==> config.mk <==
export PLATFORM = sky130hd
export DESIGN_NAME = dsp_seq_top
export DESIGN_NICKNAME = d
export VERILOG_FILES = /design/src/verilog/dsp_seq_pkg.sv /design/src/verilog/dsp_seq_top.sv /design/src/verilog/rom_aau.sv /design/src/verilog/instr_decode.sv
export SDC_FILE = /design/constraint.sdc
export NUM_CORES = 1
export LEC_CHECK = 0
export BUFFER_PORTS_ARGS = -buffer_cell sky130_fd_sc_hd__buf_2
export CAP_MARGIN = 30
export CORE_MARGIN = 4
export CORE_UTILIZATION = 45
export DETAILED_ROUTE_END_ITERATION = 16
export PLACE_DENSITY = 0.66
export SYNTH_ARGS = -nofsm -noshare
export SYNTH_HDL_FRONTEND = slang
export SYNTH_HIERARCHICAL = 1
export SYNTH_SLANG_ARGS = --single-unit
==> constraint.sdc <==
create_clock -name clk -period 3.4 [get_ports clk]
set_input_delay 0.51 -clock clk [delete_from_list [all_inputs] [get_ports clk]]
set_output_delay 0.51 -clock clk [all_outputs]
set_load 0.02 [all_outputs]
==> src/verilog/dsp_seq_pkg.sv <==
package dsp_seq_pkg;

    // Program address width fixed by the instruction set
    localparam int ADDR_W = 16;

    // Major opcode in bits 15:12 of the instruction word
    typedef enum logic [3:0] {
        op_nop      = 4'h0,  // Bit 11 set gives PT post-increment by I
        op_goto_ja  = 4'h1,  // Low 12 bits of PC from i_field
        op_call_ja  = 4'h2,
        op_goto_b   = 4'h3,  // Bits 10:8 pick return, iret, jump or call via PT
        op_icall    = 4'h4,
        op_load_imm = 4'h5,  // Data word follows
        op_load_ram = 4'h6,
        op_load_acc = 4'h7,
        op_do       = 4'h8,  // Bits 10:7 body length, 6:0 count
        op_halt     = 4'h9,
        op_no_int   = 4'ha   // Sets the sticky interrupt mask
    } opcode_t;

    // Decoder tracks the data word of an immediate load
    typedef enum logic {
        st_opcode   = 1'b0,
        st_imm_word = 1'b1
    } dec_state_t;

    // Strobes and fields from the decoder to the address unit
    typedef struct packed {
        logic        goto_ja;
        logic        goto_b;
        logic        call_ja;
        logic        icall;
        logic        post_inc;   // PT <= PT + I
        logic        pc_halt;
        logic        ram_load;
        logic        imm_load;
        logic        acc_load;
        logic        do_start;   // Do or redo
        logic        no_int;     // Blocks interrupt entry this cycle
        logic [10:0] do_data;
        logic [ 2:0] r_field;    // Register select for loads and reads
        logic [11:0] i_field;
    } seq_ctrl_t;

endpackage
==> src/verilog/dsp_seq_top.sv <==
`timescale 1ns/1ns

module dsp_seq_top import dsp_seq_pkg::*; #(
    parameter logic [ADDR_W-1:0] RESET_PC = '0
) (
    input  logic              clk,
    input  logic              rst,
    input  logic              cen,
    input  logic [15:0]       rom_dout,
    input  logic [15:0]       ram_dout,
    input  logic [15:0]       acc_dout,
    input  logic              ext_irq,
    input  logic              irq_mask_clear,
    output logic [ADDR_W-1:0] rom_addr,
    output logic [15:0]       reg_dout,
    output logic              iack
);

    seq_ctrl_t ctrl;    // Decoded strobes for the current word

    instr_decode u_decode (
        .clk            (clk),
        .rst            (rst),
        .cen            (cen),
        .rom_dout       (rom_dout),
        .irq_mask_clear (irq_mask_clear),
        .ctrl           (ctrl)
    );

    // Address unit drives the program memory port
    rom_aau #(
        .RESET_PC (RESET_PC)
    ) u_aau (
        .clk      (clk),
        .rst      (rst),
        .cen      (cen),
        .ctrl     (ctrl),
        .ext_irq  (ext_irq),
        .rom_dout (rom_dout),
        .ram_dout (ram_dout),
        .acc_dout (acc_dout),
        .iack     (iack),
        .rom_addr (rom_addr),
        .reg_dout (reg_dout)
    );

endmodule

==> src/verilog/rom_aau.sv <==
`timescale 1ns/1ns

module rom_aau import dsp_seq_pkg::*; #(
    parameter logic [ADDR_W-1:0] RESET_PC = '0
) (
    input  logic              clk,
    input  logic              rst,
    input  logic              cen,
    input  seq_ctrl_t         ctrl,
    input  logic              ext_irq,
    input  logic [15:0]       rom_dout,
    input  logic [15:0]       ram_dout,
    input  logic [15:0]       acc_dout,
    output logic              iack,
    output logic [ADDR_W-1:0] rom_addr,
    output logic [15:0]       reg_dout
);

    logic [ADDR_W-1:0] pc;       // Program counter
    logic [ADDR_W-1:0] pr;       // Return register
    logic [ADDR_W-1:0] pi;       // Interrupt return
    logic [ADDR_W-1:0] pt;       // Table pointer
    logic [11:0]       i;        // Signed index
    logic              shadow;   // Set outside interrupt service
    logic              do_en;
    logic [6:0]        do_left;
    logic [ADDR_W-1:0] do_head, do_end, do_exit;

    logic [ADDR_W-1:0] sequ_pc, next_norm, next_pc;
    logic [15:0]       i_ext, rnext;
    logic [2:0]        b_field;
    logic [3:0]        do_len;
    logic              ret, iret, goto_pt, call_pt, icall_go, copy_pc;
    logic              any_load, load_pt, load_pr, load_pi, load_i;
    logic              redo, do_endhit, do_last, enter_int;

    assign sequ_pc  = pc + ADDR_W'(1);
    assign i_ext    = {{4{i[11]}}, i};
    assign b_field  = ctrl.i_field[10:8];
    assign rom_addr = pc;

    // Jumps are ignored inside a loop body
    assign ret      = ctrl.goto_b && !do_en && b_field == 3'd0;
    assign iret     = ctrl.goto_b && !do_en && b_field == 3'd1;
    assign goto_pt  = ctrl.goto_b && !do_en && b_field == 3'd2;
    assign call_pt  = ctrl.goto_b && !do_en && b_field == 3'd3;
    assign icall_go = ctrl.icall && !do_en;
    assign copy_pc  = call_pt || (ctrl.call_ja && !do_en);

    assign any_load = ctrl.ram_load || ctrl.imm_load || ctrl.acc_load;
    assign load_pt  = (any_load && ctrl.r_field == 3'd0) || ctrl.post_inc;
    assign load_pr  = (any_load && ctrl.r_field == 3'd1) || copy_pc;
    assign load_pi  =  any_load && ctrl.r_field == 3'd2;
    assign load_i   =  any_load && ctrl.r_field == 3'd3;

    assign do_len    = ctrl.do_data[10:7];
    assign redo      = ctrl.do_start && do_len == 4'd0;
    assign do_endhit = do_en && pc == do_end;   // Last body word in flight
    assign do_last   = do_left <= 7'd1;

    assign enter_int = ext_irq && shadow && !do_en && !ctrl.pc_halt && !ctrl.no_int;

    always_comb begin
        if (ctrl.imm_load) begin
            rnext = rom_dout;
        end else if (ctrl.ram_load) begin
            rnext = ram_dout;
        end else if (ctrl.acc_load) begin
            rnext = acc_dout;
        end else if (copy_pc) begin
            rnext = sequ_pc;              // Return address of a call
        end else begin
            rnext = pt + i_ext;           // Post-increment
        end
    end

    always_comb begin
        case (ctrl.r_field[1:0])
            2'd0: reg_dout = pt;
            2'd1: reg_dout = pr;
            2'd2: reg_dout = pi;
            2'd3: reg_dout = i_ext;
        endcase
    end

    // Successor when no interrupt is taken
    always_comb begin
        if (ctrl.do_start) begin
            next_norm = redo ? do_head : sequ_pc;
        end else if (do_en) begin
            if (ctrl.pc_halt) begin
                next_norm = pc;
            end else if (do_endhit) begin
                next_norm = do_last ? do_exit : do_head;
            end else begin
                next_norm = sequ_pc;
            end
        end else if (icall_go) begin
            next_norm = ADDR_W'(2);
        end else if (ctrl.goto_ja || ctrl.call_ja) begin
            next_norm = {pc[ADDR_W-1:12], ctrl.i_field};
        end else if (goto_pt || call_pt) begin
            next_norm = pt;
        end else if (ret) begin
            next_norm = pr;
        end else if (iret) begin
            next_norm = pi;
        end else if (ctrl.pc_halt) begin
            next_norm = pc;
        end else begin
            next_norm = sequ_pc;
        end
    end

    assign next_pc = enter_int ? ADDR_W'(1) : next_norm;

    always_ff @(posedge clk or posedge rst) begin
        if (rst) begin
            pc      <= RESET_PC;
            pr      <= '0;
            pi      <= '0;
            pt      <= '0;
            i       <= '0;
            shadow  <= 1'b1;
            iack    <= 1'b1;
            do_en   <= 1'b0;
            do_left <= '0;
        end else if (cen) begin
            pc   <= next_pc;
            iack <= enter_int;
            if (load_pt) pt <= rnext;
            if (load_pr) pr <= rnext;
            if (load_i)  i  <= rnext[11:0];

            // PI shadows the return point until service starts
            if (load_pi) begin
                pi <= rnext;
            end else if (shadow) begin
                pi <= icall_go ? sequ_pc : next_norm;
            end

            if (enter_int || icall_go) begin
                shadow <= 1'b0;
            end else if (iret) begin
                shadow <= 1'b1;
            end

            if (ctrl.do_start) begin
                do_en   <= 1'b1;
                do_left <= (ctrl.do_data[6:0] == 7'd0) ? 7'd1 : ctrl.do_data[6:0];
            end else if (do_endhit && !ctrl.pc_halt) begin
                if (do_last) begin
                    do_en   <= 1'b0;
                    do_left <= '0;
                end else begin
                    do_left <= do_left - 7'd1;
                end
            end
        end
    end

    // A redo keeps head and end and moves only the exit
    always_ff @(posedge clk) begin
        if (cen && ctrl.do_start) begin
            if (redo) begin
                do_exit <= sequ_pc;
            end else begin
                do_head <= sequ_pc;
                do_end  <= pc + ADDR_W'(do_len);
                do_exit <= pc + ADDR_W'(do_len) + ADDR_W'(1);
            end
        end
    end

    a_no_wrap: assert property (@(posedge clk) disable iff (rst)
        (cen && do_en && !ctrl.do_start) |=> do_left <= $past(do_left))
        else $error("loop counter wrapped below zero");

    a_iack_once: assert property (@(posedge clk) disable iff (rst)
        (cen && iack) |=> !iack)
        else $error("iack high for two enabled cycles");

endmodule

==> src/verilog/instr_decode.sv <==
`timescale 1ns/1ns

module instr_decode import dsp_seq_pkg::*; (
    input  logic        clk,
    input  logic        rst,
    input  logic        cen,
    input  logic [15:0] rom_dout,
    input  logic        irq_mask_clear,
    output seq_ctrl_t   ctrl
);

    dec_state_t state, state_nxt;
    opcode_t    opcode;
    logic       imm_word;
    logic       mask;       // Sticky interrupt mask
    logic [2:0] r_hold;     // Destination of a pending immediate load

    assign opcode   = opcode_t'(rom_dout[15:12]);
    assign imm_word = state == st_imm_word;

    always_comb begin
        ctrl         = '0;
        ctrl.i_field = rom_dout[11:0];
        ctrl.do_data = rom_dout[10:0];
        ctrl.r_field = imm_word ? r_hold : rom_dout[10:8];
        ctrl.no_int  = mask;
        state_nxt    = st_opcode;
        if (imm_word) begin
            ctrl.imm_load = 1'b1;   // Current word is the data
        end else begin
            case (opcode)
                op_nop:      ctrl.post_inc = rom_dout[11];
                op_goto_ja:  ctrl.goto_ja  = 1'b1;
                op_call_ja:  ctrl.call_ja  = 1'b1;
                op_goto_b:   ctrl.goto_b   = 1'b1;
                op_icall: begin
                    ctrl.icall  = 1'b1;
                    ctrl.no_int = 1'b1;
                end
                op_load_imm: begin
                    // Interrupt here would fetch the vector as data
                    state_nxt   = st_imm_word;
                    ctrl.no_int = 1'b1;
                end
                op_load_ram: ctrl.ram_load = 1'b1;
                op_load_acc: ctrl.acc_load = 1'b1;
                op_do: begin
                    ctrl.do_start = 1'b1;
                    ctrl.no_int   = 1'b1;
                end
                op_halt:     ctrl.pc_halt  = 1'b1;
                op_no_int:   ctrl.no_int   = 1'b1;
                default: ;  // Unused codes run as nop
            endcase
        end
    end

    always_ff @(posedge clk or posedge rst) begin
        if (rst) begin
            state <= st_opcode;
            mask  <= 1'b0;
        end else if (cen) begin
            state <= state_nxt;
            if (!imm_word && opcode == op_no_int) begin
                mask <= 1'b1;
            end else if (irq_mask_clear) begin
                mask <= 1'b0;
            end
        end
    end

    always_ff @(posedge clk) begin
        if (cen && !imm_word) begin
            r_hold <= rom_dout[10:8];
        end
    end

    a_one_load: assert property (@(posedge clk) disable iff (rst)
        $onehot0({ctrl.ram_load, ctrl.imm_load, ctrl.acc_load}))
        else $error("more than one register load strobe active");

endmodule

After elaboration in Yosys (flattened, before gate mapping):

Cells that the tools add are included.

* multipliers: 0
* div/mod/pow operators: 0
* add/sub/neg operators: 5
* multiplexer cells: 49
* eq/ne operators: 20
* reductions and logical operators: 54
* bitwise logic cells: 1
* shift-type cells: 0
* order comparisons: 1

Operator list (count)
* two-way mux 16 bit: 21
* one-hot mux 16 bit (4 select lines): 1
* two-way mux 7 bit: 5
* adder 16 x 1 -> 16 bit (second input constant): 2
* logical AND 1 bit: 21
* two-way mux 1 bit: 20
* adder 16 bit: 1
* adder 16 x 4 -> 16 bit: 1
* equality test 16 bit: 1
* equality test 4 x 3 -> 1 bit (second input constant): 4
* AND reduction 2 bit: 8
* equality test 3 x 2 -> 1 bit (second input constant): 4
* equality test 4 bit (second input constant): 3
* nonzero test 2 bit: 5
* equality test 4 x 2 -> 1 bit (second input constant): 2
* zero test 4 bit: 2
* logical OR 1 bit: 8
* <= comparator 7 x 1 -> 1 bit (second input constant): 1
* zero test 7 bit: 1
* subtractor 7 x 1 -> 7 bit (second input constant): 1
* equality test 3 x 1 -> 1 bit (second input constant): 2
* zero test 3 bit: 2
* two-way mux 3 bit: 2
* equality test 2 bit (second input constant): 2
* 7 further kinds: 10

* RAM bits: 0
* register bits after elaboration: 139
* latch bits: 0
* bits in read-only memories: 0
* output and inout bits: 33
* input port bits: 53
* memories: 0
* word-level logic and storage cells: 145

Logic depth before layout (Yosys ltp):

* word-level depth: 15
* depth in mapped cells: 13
* mapped depth without buffers: 10

Cells and area by module:

The synthesis kept the hierarchy.

By module, submodules not included
* rom_aau: cells an instance 1170, area an instance 10528.8 um^2, instances 1, sequential area each 3595.9 um^2
* instr_decode: cells an instance 58, area an instance 529.3 um^2, instances 1, sequential area each 140.1 um^2

Worst setup path after synthesis:

OpenSTA, ideal clock, no wires.

* path type: register to register
* from: register u_decode.state, in the netlist u_decode/imm_word
* to: register u_aau.do_exit[0] (enable)
* arrival time: 2765 ps
* path buffers: 1
* cell stages (with the launch flop): 6
* library setup time: 427 ps
* period minus slack after synthesis: 3192 ps
* required time: 2973 ps
* path slack: 208 ps
* cell sequence: dfrtp_1 -> buf_4 -> nor3_1 -> and2_1 -> clkinv_1 -> nor2_1

RTL lines
* start, declared: RTL line instr_decode.sv:12 `dec_state_t state, state_nxt;`
* start signal, assigned: RTL line instr_decode.sv:60 `state <= st_opcode;`
* start signal, assigned: RTL line instr_decode.sv:63 `state <= state_nxt;`
* end signal, assigned: RTL line rom_aau.sv:166 `do_exit <= sequ_pc;`
* end signal, assigned: RTL line rom_aau.sv:170 `do_exit <= pc + ADDR_W'(do_len) + ADDR_W'(1);`
* end, declared: RTL line rom_aau.sv:27 `logic [ADDR_W-1:0] do_head, do_end, do_exit;`

Worst setup path after layout:

* from: register u_aau.pt[0]
* to: register u_aau.pi[12]

* cells in the longest elaborated chain, start to end: 6

RTL lines
* start, declared: RTL line rom_aau.sv:22 `logic [ADDR_W-1:0] pt;`
* start signal, assigned: RTL line rom_aau.sv:131 `if (load_pt) pt <= rnext;`
* adder 16 bit: RTL line rom_aau.sv:73 `rnext = pt + i_ext;`
* two-way mux 16 bit: RTL line rom_aau.sv:70 `end else if (copy_pc) begin`
* two-way mux 16 bit: RTL line rom_aau.sv:68 `end else if (ctrl.acc_load) begin`
* two-way mux 16 bit: RTL line rom_aau.sv:66 `end else if (ctrl.ram_load) begin`
* two-way mux 16 bit: RTL line rom_aau.sv:64 `if (ctrl.imm_load) begin`
* two-way mux 16 bit: RTL line rom_aau.sv:136 `if (load_pi) begin`
* end signal, assigned: RTL line rom_aau.sv:137 `pi <= rnext;`
* end signal, assigned: RTL line rom_aau.sv:139 `pi <= icall_go ? sequ_pc : next_norm;`
* end, declared: RTL line rom_aau.sv:21 `logic [ADDR_W-1:0] pi;`

No other way between the ends.
A chain may end at the register's enable or synchronous reset.

==> results.toml <==
[logic_synthesis]
synth.avg_cell_area_um2 = 9.00
synthTopCellsByArea = "dfrtp_1 (19%), edfxtp_1 (14%), o21ai_0 (4.8%), nand2_1 (4.2%), mux4_2 (3.3%)"
synth_commonest_cells = "nand2_1 (125), o21ai_0 (105), nor2_1 (90)"
syn-num-nets = 1306
synthArstFlopShare_pct = 63.3
synthFlopType = "dfrtp_1"
seq_area_frac_synth_pct = 33.8
yosys_warnings = 6
synth_seq_cells = 139
yosysMostFrequentCell = "nand2_1"
netlist_instances = 1228
synth_edf_count = 51
yosysTopAreaCell = "dfrtp_1"
synth_top_area_share_pct = 19.5
yosysUniqueCellTypes = 100
syn_area_mm2 = 0.0111

[floorplanning]
coreArea_mm2 = 0.0242
initial_core_util_pct = 45.6
rows = 57
dieWidth_um = 165
dieArea_mm2 = 0.0271
die_y_um = 165
top_level_ports = 86

[sta]
fmax_mhz = 314
hold_viol_final = 0
drv_slew = 0
holdWs_ns = 0.415
setup_viol = 0
tightest_slew_ns = 0.896
final.period_utilization_pct = 93.7
fin_crit_ns = 3.19
clock-skew-final_ns = 0.0118
grt_setup_unrepaired = "false"
max_slew_margin_pct = 39.7
finalWorstSetupSlack_ns = 0.215
fin_setup_tns_ns = 0

[setup_path]
crit_type = "reg -> reg"
arrival_ns = 3.56
cp_data_required_time_ns = 3.77
slowest_delay_ns = 0.56
cp-end-kind = "flop"
path_cells = "ha_1 -> fa_1 -> a21oi_1 -> o2111ai_2 -> a2111oi_2 -> nor2_1 -> a221o_1 -> o21ai_1 -> o221a_2"
r2r_start = "u_aau/pt[0]"
cp-startpoint = "u_aau/pt[0]"
critPathMaxFanout = 4
slowest_stage = "a2111oi_2"
worstSetupStartpointType = "flop"

[grt]
antenna_found_initial = 0
grt_usage_pct = 30.5
grt_pass1_vias = 10266
grt_max_degree = 76
grt_pass1_wl_um = 62500
gr-total-overflow = 0

[routing]
avgViaCountPerCell = 6.53
drt-initial-drc-count = 1656
detail-route-antenna-nets = 0
wire_per_inst_um = 24.9
wirelength_um = 41200
drcViolationCount = 0
vias = 10827
firstDrtPassIters = 8

[hold_path]
hold_path.startpoint = "rom_dout[5]"
hp-class = "in -> reg"

[clock_network]
hold_buffers = 1
cts.clk_slew.worst_paths_ns = 0.07
htree_num_levels = 4
cts_tree = "done"
root_buffer = "clkbuf_16"
cts_sinks = 139
cts_buffers = 17
post-cts-setup-buffer-count = 0
insertion_delay_ns = 0.43
cts.path.max_buffers = 2
post_cts_resized = 0

[layout]
final_net_count = 1399
finish.utilization_pct = 52.1
antenna_cells = 0
drive_above_1_share_pct = 23.1
areaGrowthSynthToFinish_pct = 14.3

[flow_run]
max-cap-violations = 0

[place]
dpl.hpwl_um = 31500
place_ws_ns = 0.155
portBuffers = 85
routabilityCongestion = 0.997

[power]
p_leak_nw = 5.14
power_density_mw_per_mm2 = 646
ir_drop_v = 0.000394
power_mw = 8.16

[outcome]
status = "completed"
[area by class of cell]
type | count | area [um2]
tap | 324 | 405
sequential | 139 | 3740
timing repair buffer | 180 | 1180
clock buffer | 19 | 454
fill | 2287 | 11600
multi-input combinational | 946 | 6620
inverter | 37 | 140
clock inverter | 13 | 104
[worst max-delay path: cells and delay by family (launching register included)]
family	cells	cell delay (ns)
DFF	1	0.44
adders and majority gates	2	0.68
and+or+nand+nor	1	0.12
AOI/OAI and AO/OA	6	1.88
[per-layer routing]
layer | share of wire (%) | global-route usage, %
met1 | 41 | 41.7
met2 | 46 | 47.6
met3 | 10 | 7.59
met4 | 3.1 | 9.64
met5 | 0 | 0
[state kept, by name, indices dropped and copies added, names as in the netlist]
signal,cells
u_aau/do_en,1
u_aau/do_end,16
u_aau/do_exit,16
u_aau/do_head,16
u_aau/do_left,7
u_aau/i,12
u_aau/iack,1
u_aau/pi,16
u_aau/pr,16
u_aau/pt,16
u_aau/rom_addr,16
u_aau/shadow,1
u_decode/imm_word,1
u_decode/mask,1
u_decode/r_hold,3
[per-stage QoR]
| step | cells | cell area, um2 |
|---|---|---|
| 2_1_floorplan | 1228 | 11100 |
| 3_3_place_gp | 1623 | 12100 |
| 3_5_place_dp | 1624 | 12100 |
| 4_1_cts | 1657 | 12600 |
| 5_1_grt | 1658 | 12600 |
| 6_report | 1658 | 12600 |
[cell usage in the layout, fill, tap and decap left out, types with 18 or more instances in the layout]
cell and count:
mux2i_1 32, edfxtp_1 51, ha_1 23, o21ai_0 104
clkbuf_16 18, inv_1 32, buf_4 90, xor2_1 28
a21oi_1 71, nor3_1 22, nand2_1 125, nand3_1 26
nor2_1 89, xnor2_1 39, a31oi_1 24, buf_2 85
dfrtp_1 86
[final timing paths]
path                            slack, ns  cells past startpoint                to
worst min register to register       0.50                      2        u_aau/iack
worst min-delay path                 0.42                      3  u_aau/do_left[5]
min in group asynchronous            0.49                      3     u_decode/mask
worst max-delay path                 0.21                      9      u_aau/pi[12]
worst max register to register       0.21                      9      u_aau/pi[12]
max in group asynchronous            2.08                      4        u_aau/iack
[kinds of logic after synthesis]
kind of cell	after synthesis	synth area share, %
multiplexers	64	7.78
flip-flops	139	33.8
AO/OA/AOI/OAI	389	24.0
AND/OR/NAND/NOR	396	18.7
XOR/XNOR	72	6.14
buffers and inverters	143	6.63
adder cells (fa/ha/maj)	25	2.96
[report_power, final]
group | total [mW] | internal [mW] | switching [mW]
registers | 2.67 | 2.18 | 0.491
clock network | 1.83 | 0.993 | 0.834
logic | 3.66 | 1.47 | 2.19
total | 8.16 | 4.65 | 3.51
Power figures use the tool's default switching activity.
